**src/verilog/flash_pkg.sv**
```systemverilog
package flash_pkg;

    // cpu word address width, 8 MB of flash.
    localparam int WORD_ADDR_BITS = 21;

    // flash byte address adds half-word select and byte bit.
    localparam int FLASH_ADDR_BITS = WORD_ADDR_BITS + 2;

    // cpu data word.
    typedef logic [31:0] word_t;

    // flash data bus value.
    typedef logic [15:0] half_word_t;

    // cpu word address.
    typedef logic [WORD_ADDR_BITS-1:0] word_addr_t;

    // flash byte address.
    typedef logic [FLASH_ADDR_BITS-1:0] flash_addr_t;

    // read-array command, written before every half-word read.
    localparam half_word_t FLASH_CMD_READ_ARRAY = 16'h00ff;

endpackage
```
**src/verilog/flash_bus_if.sv**
```systemverilog
`timescale 1ns/1ps

interface flash_bus_if
    import flash_pkg::*;
();

    word_addr_t address;
    logic       read;
    word_t      read_data;
    logic       stall;

    // the read buffer side.
    modport requester (
        output address,
        output read,
        input  read_data,
        input  stall
    );

    // the flash controller side.
    modport responder (
        input  address,
        input  read,
        output read_data,
        output stall
    );

endinterface

```
**src/verilog/flash_read_top.sv**
```systemverilog
`timescale 1ns/1ps

module flash_read_top
    import flash_pkg::*;
#(
    parameter int WAIT_CYCLES = 3,
    parameter int LINES       = 4
) (
    input  logic        clk,
    input  logic        rst,
    input  word_addr_t  bus_address,
    input  logic        bus_read,
    output word_t       bus_read_data,
    output logic        bus_stall,
    output flash_addr_t flash_address,
    output logic        flash_ce_n,
    output logic        flash_we_n,
    output logic        flash_oe_n,
    output half_word_t  flash_data_out,
    output logic        flash_data_oe,
    input  half_word_t  flash_data_in
);

    // buffer to controller request path.
    flash_bus_if mem_bus ();

    flash_read_buffer #(
        .LINES(LINES)
    ) buffer0 (
        .clk           (clk),
        .rst           (rst),
        .cpu_address   (bus_address),
        .cpu_read      (bus_read),
        .cpu_read_data (bus_read_data),
        .cpu_stall     (bus_stall),
        .mem           (mem_bus)
    );

    flash_controller #(
        .WAIT_CYCLES(WAIT_CYCLES)
    ) controller0 (
        .clk            (clk),
        .rst            (rst),
        .bus            (mem_bus),
        .flash_address  (flash_address),
        .flash_ce_n     (flash_ce_n),
        .flash_we_n     (flash_we_n),
        .flash_oe_n     (flash_oe_n),
        .flash_data_out (flash_data_out),
        .flash_data_oe  (flash_data_oe),
        .flash_data_in  (flash_data_in)
    );

endmodule

```
**src/verilog/flash_read_buffer.sv**
```systemverilog
`timescale 1ns/1ps

module flash_read_buffer
    import flash_pkg::*;
#(
    parameter int LINES = 4
) (
    input  logic       clk,
    input  logic       rst,
    input  word_addr_t cpu_address,
    input  logic       cpu_read,
    output word_t      cpu_read_data,
    output logic       cpu_stall,
    flash_bus_if.requester mem
);

    localparam int INDEX_BITS = $clog2(LINES);
    localparam int TAG_BITS   = WORD_ADDR_BITS - INDEX_BITS;

    logic [LINES-1:0]    valid;
    logic [TAG_BITS-1:0] tags  [LINES];
    word_t               words [LINES];

    logic [INDEX_BITS-1:0] index;
    logic [TAG_BITS-1:0]   tag;
    logic                  hit;
    logic                  fill;

    // low address bits pick the line.
    assign index = cpu_address[INDEX_BITS-1:0];
    assign tag   = cpu_address[WORD_ADDR_BITS-1:INDEX_BITS];

    assign hit = cpu_read && valid[index] && (tags[index] == tag);

    // misses pass straight through to the controller.
    assign mem.address = cpu_address;
    assign mem.read    = cpu_read && !hit;

    assign cpu_read_data = hit ? words[index] : mem.read_data;
    assign cpu_stall     = !hit && mem.stall;

    // fill when the forwarded read completes.
    assign fill = mem.read && !mem.stall;

    always_ff @(posedge clk or posedge rst) begin
        if (rst) begin
            valid <= '0;
        end else if (fill) begin
            valid[index] <= 1'b1;
        end
    end

    always_ff @(posedge clk) begin
        if (fill) begin
            tags[index]  <= tag;
            words[index] <= mem.read_data;
        end
    end

endmodule

```
**src/verilog/flash_controller.sv**
```systemverilog
`timescale 1ns/1ps

module flash_controller
    import flash_pkg::*;
#(
    parameter int WAIT_CYCLES = 3
) (
    input  logic        clk,
    input  logic        rst,
    flash_bus_if.responder bus,
    output flash_addr_t flash_address,
    output logic        flash_ce_n,
    output logic        flash_we_n,
    output logic        flash_oe_n,
    output half_word_t  flash_data_out,
    output logic        flash_data_oe,
    input  half_word_t  flash_data_in
);

    localparam int CNT_BITS = (WAIT_CYCLES > 1) ? $clog2(WAIT_CYCLES) : 1;

    typedef enum logic [1:0] {
        ST_IDLE,
        ST_CMD,
        ST_READ,
        ST_DONE
    } state_t;

    state_t              state;
    logic                half;
    logic [CNT_BITS-1:0] cnt;
    logic                last;
    logic                accept;

    word_addr_t addr_q;
    half_word_t low_q;
    half_word_t high_q;

    assign last   = (cnt == CNT_BITS'(WAIT_CYCLES - 1));
    assign accept = (state == ST_IDLE) && bus.read;

    // two phases per half, low half first.
    always_ff @(posedge clk or posedge rst) begin
        if (rst) begin
            state <= ST_IDLE;
            half  <= 1'b0;
            cnt   <= '0;
        end else begin
            case (state)
                ST_IDLE: begin
                    if (bus.read) begin
                        state <= ST_CMD;
                        half  <= 1'b0;
                        cnt   <= '0;
                    end
                end
                ST_CMD: begin
                    if (last) begin
                        state <= ST_READ;
                        cnt   <= '0;
                    end else begin
                        cnt <= cnt + 1'b1;
                    end
                end
                ST_READ: begin
                    if (last) begin
                        cnt <= '0;
                        if (half) begin
                            state <= ST_DONE;
                        end else begin
                            half  <= 1'b1;
                            state <= ST_CMD;
                        end
                    end else begin
                        cnt <= cnt + 1'b1;
                    end
                end
                default: begin
                    state <= ST_IDLE;
                end
            endcase
        end
    end

    // address held for the whole access.
    always_ff @(posedge clk) begin
        if (accept) begin
            addr_q <= bus.address;
        end
    end

    // sample in the last read cycle of each half.
    always_ff @(posedge clk) begin
        if (state == ST_READ && last) begin
            if (half) begin
                high_q <= flash_data_in;
            end else begin
                low_q <= flash_data_in;
            end
        end
    end

    assign flash_address = {addr_q, half, 1'b0};

    assign flash_ce_n    = !(state == ST_CMD || state == ST_READ);
    assign flash_we_n    = (state != ST_CMD);
    assign flash_oe_n    = (state != ST_READ);
    assign flash_data_oe = (state == ST_CMD);

    assign flash_data_out = flash_data_oe ? FLASH_CMD_READ_ARRAY : '0;

    assign bus.read_data = {high_q, low_q};

    // stall from the pending request while idle, low only when done.
    always_comb begin
        case (state)
            ST_IDLE: bus.stall = bus.read;
            ST_DONE: bus.stall = 1'b0;
            default: bus.stall = 1'b1;
        endcase
    end

endmodule

```
**config.mk**
```make
export PLATFORM = sky130hd
export DESIGN_NAME = flash_read_top
export DESIGN_NICKNAME = d
export VERILOG_FILES = /design/src/verilog/flash_pkg.sv /design/src/verilog/flash_bus_if.sv /design/src/verilog/flash_read_top.sv /design/src/verilog/flash_read_buffer.sv /design/src/verilog/flash_controller.sv
export SDC_FILE = /design/constraint.sdc
export NUM_CORES = 1
export LEC_CHECK = 0
export BUFFER_PORTS_ARGS = -buffer_cell sky130_fd_sc_hd__buf_2
export CAP_MARGIN = 0
export CELL_PAD_IN_SITES_DETAIL_PLACEMENT = 1
export CELL_PAD_IN_SITES_GLOBAL_PLACEMENT = 2
export CORE_AREA = 2 2 167 169
export DETAILED_ROUTE_END_ITERATION = 8
export DIE_AREA = 0 0 169 171
export PLACE_DENSITY = 0.71
export SYNTH_ARGS = -nofsm -noshare
export SYNTH_HDL_FRONTEND = slang
export SYNTH_HIERARCHICAL = 1
export SYNTH_SLANG_ARGS = --single-unit
export TNS_END_PERCENT = 1
```
**constraint.sdc**
```tcl
create_clock -name clk -period 5.9 [get_ports clk]
set_clock_uncertainty 0.2 [all_clocks]
set_input_delay 1.77 -clock clk [delete_from_list [all_inputs] [get_ports clk]]
set_output_delay 1.77 -clock clk [all_outputs]
set_load 0.005 [all_outputs]
```
* After elaboration in Yosys (flattened, before gate mapping)
Memories as Yosys holds them, arrays and structs flattened.
Cells that the tools add are included.
** Operators by class
- $add $sub $neg :: 1
- Bitwise gates (word level) :: 2
- Mux-type cells :: 20
- Reductions and logical operators :: 21
- Eq/ne operators :: 10
- $lt $le $gt $ge :: 2
** Operators with widths (number)
- 2-to-1 mux 32 bit :: 1
- == test 19 bit :: 1
- 2-to-1 mux 2 bit :: 6
- logical AND 1 bit :: 8
- 2-to-1 mux 8 bit :: 1
- == test 2 bit, second input constant :: 3
- 2-to-1 mux 1 bit :: 6
- != test 2 bit, second input constant :: 3
- case mux 2 bit (3 select lines) :: 1
- AND reduction 2 bit :: 3
- AND reduction 3 bit :: 2
- != test 2 x 1 -> 1 bit, second input constant :: 2
- bitwise OR 4 bit :: 1
- case mux 1 bit (2 select lines) :: 2
- case mux 2 bit (2 select lines) :: 1
- nonzero test 2 bit :: 2
- logical NOT 1 bit :: 3
- less-than comparator 2 x 3 -> 1 bit, second input constant :: 1
- adder 2 x 1 -> 2 bit, second input constant :: 1
- binary-select mux 1 bit (select 2 bit) :: 1
- demux 1 bit (select 2 bit) :: 1
- == test 2 x 1 -> 1 bit, second input constant :: 1
- greater-or-equal comparator 2 x 1 -> 1 bit, second input constant :: 1
- logical NOT 2 bit :: 1
- 3 further kinds :: 3
** Storage, ports and cells
- Bits in registers :: 62
- Bits in writable memories :: 204
- Memories kept :: 2
- Logic and storage cells :: 65
- Output and inout bits :: 76
** Memories
- buffer0.words :: depth 4, width 32, rd ports 1, clocked after memory_dff 0, write ports 1, line flash_read_buffer.sv:22 : word_t words [LINES];
- buffer0.tags :: depth 4, width 19, rd ports 1, clocked after memory_dff 0, write ports 1, line flash_read_buffer.sv:21 : logic [TAG_BITS-1:0] tags [LINES];

* Longest topological paths before layout
Gate-level depths: netlist of run 1.
- Depth in word-level cells :: 11
- Gate-level depth with buffers :: 14
- Depth with buffers taken out :: 11

* Modules after synthesis
The synthesis of run 1 kept the hierarchy.
** By module, submodules not included
- flash_read_buffer :: area an instance 8516.9 sq um, cells an instance 372, seq. area each 6226.0 sq um, times used 1
- flash_controller :: area an instance 2159.6 sq um, cells an instance 118, seq. area each 1716.6 sq um, times used 1

* Worst setup path after synthesis of run 1
OpenSTA, ideal clock, no wires.
- Kind :: in2reg
- From :: in bus_address[0]
- To :: mem buffer0/tags[2][0] (netlist bit), enable pin
- Data arrival time :: 5.406 ns
- Required time :: 5.286 ns
- Path slack :: -0.120 ns
- Setup time :: 0.414 ns
- Path buffers :: 3
- Stages on the path :: 13
- Path through :: buf_2 buf_6 mux4_2 xor2_1 nor4_2 nand4_4 clkbuf_1 and2_1 inv_1 mux2i_1 nand2b_1 nor3_1 and2_1
** On the way
- Cells in the longest elaborated chain, start to end :: 11
- Elaborated cells on any way between the ends :: 13
- Classes of those cells :: eq/ne (1); mux (5); reduce/logical (6); memory (1)
** RTL lines
- start, declared :: line flash_read_top.sv:11 : input word_addr_t bus_address,
- branches (longest 3 deep; another with memory (4 x 19 bit))
- logical AND 1 bit (*) :: line flash_read_buffer.sv:33 : assign hit = cpu_read && valid[index] && (tags[index] == tag);
- logical NOT 1 bit (*) :: line flash_read_buffer.sv:37 : assign mem.read = cpu_read && !hit;
- logical AND 1 bit (*) :: line flash_read_buffer.sv:37
- via mem_bus.read :: line flash_bus_if.sv:8 : logic read;
- case mux 1 bit (2 select lines) (*) :: line flash_controller.sv:116 : case (state)
- via mem_bus.stall :: line flash_bus_if.sv:10 : logic stall;
- logical NOT 1 bit (*) :: line flash_read_buffer.sv:43 : assign fill = mem.read && !mem.stall;
- logical AND 1 bit (*) :: line flash_read_buffer.sv:43
- 2-to-1 mux 1 bit (*) :: line flash_read_buffer.sv:54 : if (fill) begin
- 2-to-1 mux 1 bit (not written as such) (*) :: line flash_read_buffer.sv:55 : tags[index] <= tag;
- end, declared :: line flash_read_buffer.sv:21
Mark *: on every way through the listed nets, which the timed path passes. The select of a mux whose other input is x is not followed.

* Final worst setup path of run 1
- From :: in bus_address[0]
- To :: out bus_read_data[5]
** On the way
- Cells in the longest elaborated chain, start to end :: 5
- Elaborated cells on any way between the ends :: 8
- Classes of those cells :: eq/ne (1); mux (3); reduce/logical (2); memory (2)
** RTL lines
- branches (longest 4 deep; another with memory (4 x 19 bit))
- 2-to-1 mux 32 bit (*) :: line flash_read_buffer.sv:39 : assign cpu_read_data = hit ? words[index] : mem.read_data;
- end, declared :: line flash_read_top.sv:13 : output word_t bus_read_data,
Mark *: on every way between the ends. The select of a mux whose other input is x is not followed.

==> results of run 1 <==
==> synth_stat cells, types with 2 or more instances <==
| cell type | instances | area (sq um) |
|---|---|---|
| a21oi_1 | 2 | 10.0 |
| nand2b_1 | 2 | 12.5 |
| xnor2_1 | 5 | 43.8 |
| buf_4 | 39 | 293 |
| edfxtp_1 | 257 | 7720 |
| nand2_1 | 2 | 7.51 |
| nor3_1 | 3 | 15.0 |
| clkbuf_1 | 6 | 22.5 |
| o21ai_0 | 2 | 10.0 |
| inv_1 | 10 | 37.5 |
| nor2_1 | 2 | 7.51 |
| and2_1 | 4 | 25.0 |
| buf_6 | 5 | 56.3 |
| nor2b_1 | 3 | 18.8 |
| dfrtp_1 | 9 | 225 |
| xor2_1 | 14 | 123 |
| mux4_2 | 52 | 1170 |
| buf_1 | 2 | 7.51 |
| nand4_1 | 2 | 12.5 |
| mux2_4 | 30 | 450 |
| o21ai_2 | 2 | 17.5 |
| and4_1 | 2 | 17.5 |
| ha_1 | 7 | 87.6 |
| mux2_2 | 2 | 22.5 |
| buf_2 | 4 | 20.0 |
| a41o_1 | 2 | 20.0 |
| a21o_1 | 2 | 15.0 |
| nor4_4 | 3 | 63.8 |
| mux2i_1 | 2 | 20.0 |
==> worst max-delay path: cells and delay by family <==
family / cells / cell delay [ps]
multiplexers: 2 / 880
buffers and inverters: 4 / 560
XOR/XNOR: 1 / 160
AND/OR/NAND/NOR: 3 / 680
==> stage by stage <==
step                utilization [%]  TNS (ps)  hold WS (ps)
CTS                            45.9     -3920           269
floorplan                         -     -9660           223
finish                         46.6     -3540           263
global placement               42.3     -6980           237
detailed placement             42.3     -7930           255
global route                   46.6     -8000           293
==> routing by layer <==
layer,part of all wire (%),up-vias,track usage (%)
met5,0,-,0
met4,2.1,0,3.98
met3,4.1,34,2.61
met2,49,122,25.6
met1,45,2571,21.6
li1,-,2172,-
==> logic make-up after synthesis <==
logic type / synth area share [%]
xor gates and xnor gates: 1.56
adders and majority gates: 0.820
other: 0.0351
DFF: 74.4
muxes: 15.6
AOI/OAI and AO/OA: 1.16
and+or+nand+nor: 2.36
buffers and inverters: 4.09
==> where the power goes <==
group | internal (mW) | switching, mW
combinational | 0.241 | 0.285
clock | 0.950 | 0.694
sequential | 2.21 | 0.0556
total | 3.41 | 1.03
==> registers in the layout, summed over array words and instances, names as in the netlist <==
| signal | count |
|---|---|
| buffer0/valid | 4 |
| controller0/high_q | 16 |
| controller0/state | 2 |
| controller0/addr_q | 21 |
| controller0/low_q | 16 |
| buffer0/words | 128 |
| buffer0/tags | 76 |
| controller0/half | 1 |
| controller0/cnt | 2 |
==> how the worst max path moves through the flow <==
stage,end,slack [ps],depth (start not counted),start
CTS,bus_read_data[5],-150,10,bus_address[0]
floorplan,buffer0/tags[0][0],-110,13,bus_address[0]
finish,bus_read_data[5],-140,10,bus_address[0]
detailed placement,bus_read_data[5],-290,9,bus_address[0]
global route,bus_read_data[21],-270,10,bus_address[0]
global placement,bus_read_data[5],-260,9,bus_address[0]
==> repair_timing <==
item | CTS | global route
endpoints found under the hold margin | 0 | 0
pin swaps | 2 | 3
setup endpoints to repair | 33 | 33
cloned | 2 | 0
setup buffers | 2 | 0
hold buffers | 0 | 0
gates resized for setup | 9 | 33
==> area by class of cell <==
type,count,area share [%]
diodes,1,0.0196
clock buffers,42,6.39
clock inverters,10,0.403
inverters,10,0.295
multi-input cells,166,18.5
flip-flops and latches,266,62.3
well taps,346,3.40
repair buffers,134,8.61
==> cells in the final DEF, fill, tap and decap left out, drive strengths merged <==
master,n
nor2,2
edfxtp,257
inv,10
and2,5
dfrtp,9
xor2,14
and4,2
a21o,2
nand2b,2
o211ai,1
clkbuf,42
o21bai,1
or4,1
ha,7
clkinvlp,1
o21a,1
mux2i,2
nand3,1
a41o,2
a21oi,2
mux2,32
buf,134
clkinv,9
nor2b,4
o221a,1
o2bb2ai,1
o21ai,4
nand4,3
nor4,4
diode,1
xnor2,5
nor3,3
mux4,52
nand2,2
a2bb2oi,1
conb,9
==> results.yml, run 1 <==
placed_design:
  place_inst: 918
  gp_congestion: 0.712
  port_buffers: 106
  post-place-ws_ps: -287
  place_area_sq_mm: 0.0116
  dp_hpwl_mm: 13.5
worst_hold_path:
  hp-class: "reg -> reg"
  min_to: "buffer0/valid[2]"
  worstHoldStart: "buffer0/valid[2]"
  min_path_cells: 1
routing:
  drc_errors: 0
  drt-pass1-iter-count: 4
  vias_per_cell: 5.02
  routed_wl_mm: 21.9
  wl_per_cell_um: 22.5
  vias: 4899
  drtIter0Drc: 389
  route.antenna.remaining_nets: 0
run:
  max_cap_violations: 0
final_layout:
  area_growth_syn_to_layout_pct: 19.3
  nFillCells: 2540
  register_area_sq_mm: 0.00794
  final_area_sq_mm: 0.0127
  multi_input_area_sq_mm: 0.00236
  final_layout_size_suffix_gt1_share_pct: 43.9
  stdcell_count: 975
  finalNetCount: 653
synthesis:
  ys_ff_latch: 266
  syn_inst: 490
  yosys_warnings: 6
  synth_area_sq_mm: 0.0107
  ys_seq_area_share_pct: 74.4
  avgSynthCellArea_sq_um: 21.8
  async_flop_share_pct: 3.38
  synth_edf_count: 257
  synth_cell_types: 42
  synth_ff_type: "edfxtp_1"
floorplanning:
  die_x_um: 169
  dieArea_sq_mm: 0.0289
  core_area_sq_mm: 0.0273
  rows: 61
  pin_count: 116
  chipHeight_um: 171
  start_util_pct: 39.1
sta:
  fin_crit_sh_pct: 102
  setup_viol: 33
  hold_viol: 0
  worst_pin_slew_ps: 1130
  maxSlewHeadroom_pct: 24.3
  setup_ws_ps: -141
  slew_viol_final: 0
  min_period_ps: 6040
  fmax_mhz: 166
  rsz0062_at_grt: "true"
power_and_ir_drop:
  finalPower_mw: 4.44
  irDropWorstVdd_mv: 0.262
  p_per_area_mw_per_mm2: 348
  power.leakage_nw: 4.51
global_routing:
  grt_pass1_vias: 5493
  grt_max_degree: 37
  gr-total-overflow: 0
  grtUsageTotal_pct: 15.5
  grt_pass1_wl_mm: 33.8
  antenna_found_initial: 0
worst_setup_path:
  rr_worst_depth: 12
  path_class: "in -> out"
  cp_cell_sequence: "buf_12 -> mux4_2 -> xnor2_2 -> nand4_1 -> nor4_4 -> nand4_4 -> buf_6 -> buf_12 -> mux2_4 -> buf_6"
  reg2reg_to: "buffer0/words[1][21]"
  crit_required_ps: 3930
  reg2reg_from: "buffer0/tags[2][10]"
  cp_slowest_cell: "mux4_2"
  end_kind: "primary output"
  critPathArrivalTime_ps: 4070
  start_kind: "input pin"
  worstPathMaxFanout: 10
  slowest_delay_ps: 540
  reg2reg_slack_ps: 2170
run_status:
  status: "complete, but fails checks"
  violations: "setup timing"
clock_network:
  tritoncts: "built"
  h-tree-depth: 1
  clkTransAtPathRegs_ps: 60
  clkSinkCount: 266
  insertion_delay_ps: 530
  cts-root-buf: "clkbuf_16"
  cts_buffers: 28
  clockBufferDepth: 3
No activity file was read; power rests on OpenSTA's default activity.
==> inputs of run 2 (changes only) <==
- CORE_AREA: 2 2 167 169 -> 2 2 165 167
- DIE_AREA: 0 0 169 171 -> 0 0 167 169
- PLACE_DENSITY: 0.71 -> 0.73
==> run 2 against run 1 <==
Effect of this change:
- the run still ends with setup timing left
- final cell count shrank 0.10%
- register-to-register slack lost 120 ps
- maximum frequency is essentially flat
- clock power shrank 8%
- utilization grew 1.2 points
- global-route usage shrank 0.47 points
- total power shrank 2.9%
- critical path depth shrank 1
- clock-buffer cell count shrank 9
- via count shrank 0.90%
- flip-flop and latch count is the same
- cell area shrank 0.51%
==> results.yml, run 2 (synthesized netlist as in run 1, its figures left out) <==
sta:
  setup_viol: 33
  setup_ws_ps: -142
  slew_viol_final: 0
  fin_crit_sh_pct: 102
  worst_pin_slew_ps: 1100
  maxSlewHeadroom_pct: 26.5
  rsz0062_at_grt: "true"
  min_period_ps: 6040
  fmax_mhz: 166
  hold_viol: 0
clock_network:
  insertion_delay_ps: 530
  tritoncts: "built"
  clkTransAtPathRegs_ps: 60
  cts-root-buf: "clkbuf_16"
  cts_hold_buf: 0
  cts_buffers: 27
  h-tree-depth: 1
  clockBufferDepth: 3
  clkSinkCount: 266
power_and_ir_drop:
  finalPower_mw: 4.31
  irDropWorstVdd_mv: 0.155
  p_per_area_mw_per_mm2: 340
  power.leakage_nw: 4.51
run:
  max_cap_violations: 0
placed_design:
  gp_congestion: 0.725
  place_inst: 919
  place_area_sq_mm: 0.0116
  port_buffers: 106
  post-place-ws_ps: -302
  dp_hpwl_mm: 13.2
worst_setup_path:
  cp_slowest_cell: "mux4_2"
  critPathArrivalTime_ps: 4070
  end_kind: "primary output"
  rr_worst_depth: 13
  start_kind: "input pin"
  crit_family: "multiplexers"
  slowest_delay_ps: 490
  crit_required_ps: 3930
  cp_cell_sequence: "buf_16 -> buf_12 -> mux4_2 -> xor2_1 -> nor4_4 -> nand4_4 -> bufbuf_16 -> mux2_2 -> buf_2"
  path_class: "in -> out"
  cp.depth: 9
  worstPathMaxFanout: 13
  crit_buf_inv: 4
final_layout:
  reg_top3: "buffer0/words: 128 flops, buffer0/tags: 76 flops, controller0/addr_q: 21 flops"
  stdcell_count: 974
  finalNetCount: 660
  register_area_sq_mm: 0.00794
  largest_register_ffs: 128
  final_layout_size_suffix_gt1_share_pct: 44.8
  final_cell_mix: "edfxtp_1, buf_2, mux4_2, mux2_4, clkbuf_16"
  area_growth_syn_to_layout_pct: 18.7
  multi_input_area_sq_mm: 0.00236
  mostFrequentLayoutCell: "edfxtp_1"
  nFillCells: 2443
  top_register: "buffer0/words"
  final_area_sq_mm: 0.0127
floorplanning:
  chipHeight_um: 169
  rows: 60
  start_util_pct: 40.3
  dieArea_sq_mm: 0.0282
  pin_count: 116
  die_x_um: 167
  core_area_sq_mm: 0.0265
routing:
  drc_errors: 0
  vias_per_cell: 4.98
  routed_wl_mm: 21.1
  wl_per_cell_um: 21.6
  drt-pass1-iter-count: 4
  route.antenna.remaining_nets: 0
  vias: 4855
  drtIter0Drc: 240
global_routing:
  grt_pass1_vias: 5385
  gr-total-overflow: 0
  antenna_found_initial: 0
  grt_pass1_wl_mm: 32.4
  grtUsageTotal_pct: 15.1
  grt_max_degree: 33
worst_hold_path:
  min_path_cells: 1
  hp-class: "reg -> reg"
run_status:
  status: "complete, but fails checks"
  violations: "setup timing"
==> run 2: cell types whose count changed in the layout (fill, tap and decap cells not counted), moves of 2 or more <==
cell,change
and2_1,-2
and2_4,+2
buf_2,+7
buf_4,+6
buf_6,-5
clkbuf_1,-3
clkbuf_16,-2
clkbuf_8,-4
clkinv_1,+2
clkinv_2,+2
==> run 2: cell type report <==
cell class / count / area share, %
flip-flops and latches: 266 / 62.7
multi-input cells: 166 / 18.6
repair buffers: 142 / 8.94
clock buffers: 33 / 5.51
well taps: 341 / 3.37
clock inverters: 15 / 0.602
inverters: 10 / 0.296
diodes: 1 / 0.0197
==> run 2: worst paths after layout <==
| path | slack, ps | from | end |
|---|---|---|---|
| setup / recovery | -140 | bus_address[0] | bus_read_data[0] |
| hold / removal | 260 | buffer0/valid[0] | buffer0/valid[0] |
| setup reg to reg | 2050 | buffer0/tags[3][10] | buffer0/tags[3][2] |
| hold reg to reg | 260 | buffer0/valid[0] | buffer0/valid[0] |
| max in group asynchronous | 4360 | rst | controller0/cnt[0] |
| min in group asynchronous | 950 | rst | buffer0/valid[3] |
==> run 2: report_power, final <==
group          leakage, nW  switching, mW  internal (mW)
sequential            2.43         0.0521           2.21
clock                0.378          0.676          0.838
combinational         1.70          0.284          0.246
total                 4.51           1.01           3.30
==> run 2: what timing repair did <==
| action | 4_1_cts | 5_1_grt |
|---|---|---|
| setup endpoints to repair | 33 | 33 |
| gates cloned | 2 | 0 |
| resized for setup | 34 | 1 |
| buffers inserted | 4 | 0 |
| pin swaps | 3 | 2 |
| hold endpoints to repair | 0 | 0 |
==> run 2: metrics by stage <==
stage	utilization, %	hold WS, ps	setup TNS, ps
after floorplan	-	223	-9660
after global placement	43.8	237	-7170
after detailed placement	43.8	247	-9120
after CTS	47.8	261	-6780
after global routing	47.8	271	-7350
final	47.8	257	-3940
==> run 2: per-layer routing <==
layer | routed length (um) | vias up | part of all wire [%] | global-route usage (%)
met5 | 0 | - | 0 | 0
met4 | 367 | 0 | 1.7 | 4.09
met3 | 934 | 21 | 4.4 | 2.57
met2 | 10800 | 103 | 51 | 26.1
met1 | 8960 | 2554 | 43 | 19.7
li1 | - | 2177 | - | -
==> run 2: worst register-to-register path, delay by kind of cell (launching register included) <==
kind | cells | cell delay, ps
buf+inv | 4 | 650
xor+xnor | 1 | 160
flops | 1 | 360
simple gates | 6 | 1600
mux | 2 | 570
==> inputs of run 3 (changes only) <==
- CORE_AREA: 2 2 165 167 -> 2 2 151 153
- DIE_AREA: 0 0 167 169 -> 0 0 153 155
- PLACE_DENSITY: 0.73 -> 0.81
- SYNTH_HIERARCHICAL: 1 -> unset
- clock period: 5.9 -> 7.8 ns (I/O delays scaled with it)
==> run 3 against run 2 <==
Effect of this change:
- the run now ends clean
- flip-flop and latch count unchanged
- via count up 5.1%
- synthesized area down 2.4%
- critical path type unchanged
- sequential power down 24%
- first-iteration DRC count up 5.4%
- critical path depth unchanged
- total power down 23%
==> results.yml, run 3 <==
synthesis:
  synth_edf_count: 257
  syn_inst: 504
  ys_seq_area_share_pct: 76.2
  avgSynthCellArea_sq_um: 20.7
  netlist_top_cells_area: "edfxtp_1, mux4_2, mux2_2"
  yosysTopAreaCellShare_pct: 74.0
  synth_most_common_cell: "edfxtp_1"
  synth_ff_type: "edfxtp_1"
  synth_cell_types: 44
  ys_ff_latch: 266
  yosys_warnings: 0
  synth_top_cells_by_count: "edfxtp_1, mux4_2, mux2_2"
  synth_area_sq_mm: 0.0104
  async_flop_share_pct: 3.38
  synth_top_cell_by_area: "edfxtp_1"
sta:
  rsz0062_at_grt: "false"
  worst_pin_slew_ps: 1040
  tns_ps: 0
  slew_viol_final: 0
  fmax_mhz: 133
  hold_viol: 0
  maxSlewHeadroom_pct: 30.4
  setup_viol: 0
  fin_crit_sh_pct: 96.6
  min_period_ps: 7540
power_and_ir_drop:
  p_per_area_mw_per_mm2: 276
  intPower_mw: 2.51
  finalPower_mw: 3.33
  switching_share_pct: 24.7
  power.leakage_nw: 4.15
  p_sw_mw: 0.823
  clock_power_share_pct: 35.9
  irDropWorstVdd_mv: 0.180
  seqPwrFrac_pct: 51.9
  combPwrFrac_pct: 12.2
clock_network:
  insertion_delay_ps: 540
  cts_hold_buf: 0
  h-tree-depth: 1
  cts-root-buf: "clkbuf_16"
  tritoncts: "built"
  cts_resized: 0
  post-cts-setup-buffers: 0
  clkSinkCount: 266
  clkTransAtPathRegs_ps: 60
  cts_buffers: 28
  clockBufferDepth: 3
run:
  max_cap_violations: 0
worst_setup_path:
  start_kind: "input pin"
  cp_slowest_cell: "a2111o_1"
  cp.depth: 9
  worstPathMaxFanout: 42
  rr_worst_depth: 9
  critPathArrivalTime_ps: 5000
  crit_family: "buffers and inverters"
  crit_required_ps: 5260
  path_class: "in -> out"
  end_kind: "primary output"
  slowest_delay_ps: 430
  crit_buf_inv: 3
  cp_cell_sequence: "buf_4 -> mux2i_1 -> nand2_1 -> a31o_2 -> a2111o_1 -> nor4_4 -> buf_12 -> mux2_2 -> buf_2"
routing:
  route.antenna.remaining_nets: 0
  drt-pass1-iter-count: 4
  drtIter0Drc: 253
  vias: 5103
  wl_per_cell_um: 22.0
  vias_per_cell: 5.48
  routed_wl_mm: 20.5
  drc_errors: 0
global_routing:
  antenna_found_initial: 1
  grt_pass1_wl_mm: 32.3
  grtUsageTotal_pct: 17.6
  gr-total-overflow: 0
  grt_pass1_vias: 5546
  grt_max_degree: 43
floorplanning:
  core_area_sq_mm: 0.0222
  die_x_um: 153
  start_util_pct: 46.9
  pin_count: 116
  rows: 55
  dieArea_sq_mm: 0.0237
  chipHeight_um: 155
final_layout:
  stdcell_count: 932
  final_cell_mix: "edfxtp_1, buf_2, mux4_2, mux2_2, clkbuf_16"
  reg_top3: "buffer0.words: 128 flops, buffer0.tags: 76 flops, controller0.addr_q: 21 flops"
  mostFrequentLayoutCell: "edfxtp_1"
  finalNetCount: 669
  largest_register_ffs: 128
  top_register: "buffer0.words"
  final_layout_size_suffix_gt1_share_pct: 37.9
  diodes: 0
  area_growth_syn_to_layout_pct: 16.0
worst_hold_path:
  hp-class: "reg -> reg"
  min_path_cells: 1
placed_design:
  place_inst: 880
  port_buffers: 106
  dp_hpwl_mm: 12.8
  gp_congestion: 0.745
run_status:
  status: "finished clean"
-- run 3: changes by cell type in the layout (fill, tap and decap cells not counted), moves of 9 or more --
| cell | previous run | this run |
|---|---|---|
| mux2_2 | 2 | 32 |
| mux2_4 | 30 | 0 |
| buf_6 | 26 | 0 |
| buf_2 | 83 | 104 |
| mux2i_1 | 2 | 17 |
| xnor2_1 | 3 | 13 |
| nand2_1 | 2 | 11 |
-- run 3: power by group through the flow --
stage	Sequential, mW	Combinational (mW)	Clock [mW]
after floorplan	1.75	0.286	0
after global placement	1.75	0.395	0
after detailed placement	1.76	0.411	0
after CTS	1.73	0.414	1.22
after global routing	1.74	0.451	1.27
final	1.73	0.408	1.20
-- run 3: cell type report --
cell class              count  area (sq um)
well taps                 285           357
clock buffers              30           708
clock inverters            22           131
multi-input cells         200          2270
flip-flops and latches    266          7940
repair buffers            119           646
inverters                  10          37.5
fillers                  2000         10100
-- run 3: path summary, 6_finish.rpt --
check	from	to	slack, ps
worst max-delay path	bus_address[1]	bus_read_data[0]	260
worst min-delay path	buffer0.valid[0]	buffer0.valid[0]	270
worst max register to register	buffer0.tags[3][6]	buffer0.tags[3][15]	4360
worst min register to register	buffer0.valid[0]	buffer0.valid[0]	270
max in group asynchronous	rst	controller0.cnt[1]	5580
min in group asynchronous	rst	controller0.state[1]	1550
-- run 3: through the flow --
stage                     worst slack, ps  cell area [sq um]  hold slack (ps)  util (%)
after floorplan                     -1790              10500              231         -
after global placement                299              11300              245      50.6
after detailed placement              249              11300              259      50.6
after CTS                             231              12100              273      54.4
after global routing                  111              12100              297      54.4
final                                 265              12100              274      54.4
-- run 3: logic make-up (layout without fill, tap and decap cells) --
kind of cell    after synthesis  after routing  share of synthesized area, %
other cells                   1              9                        0.0360
compound gates               28             28                          2.02
fa+ha+maj                     4              4                         0.480
flops                       266            266                          76.2
mux                          93             93                          14.6
simple gates                 46             46                          2.42
buf+inv                      46            181                          2.58
xor+xnor                     20             20                          1.68
-- run 3: layer usage --
layer  wire (um)  vias to the layer above  global-route usage [%]
met5          13                        -                       0
li1            -                     2267                       -
met2       10500                      167                    31.0
met4         379                        2                    4.19
met3        1150                       34                    3.15
met1        8430                     2633                    22.9
-- run 3: worst register-to-register path, stage by stage (launching register included) --
cell      delay (ps)
edfxtp_1         370
mux4_2           500
xor2_1           160
nor2_1            70
nand4_1          140
nor4_4            60
buf_12           210
nand2b_2         320
nor2_4           440
buf_4            600
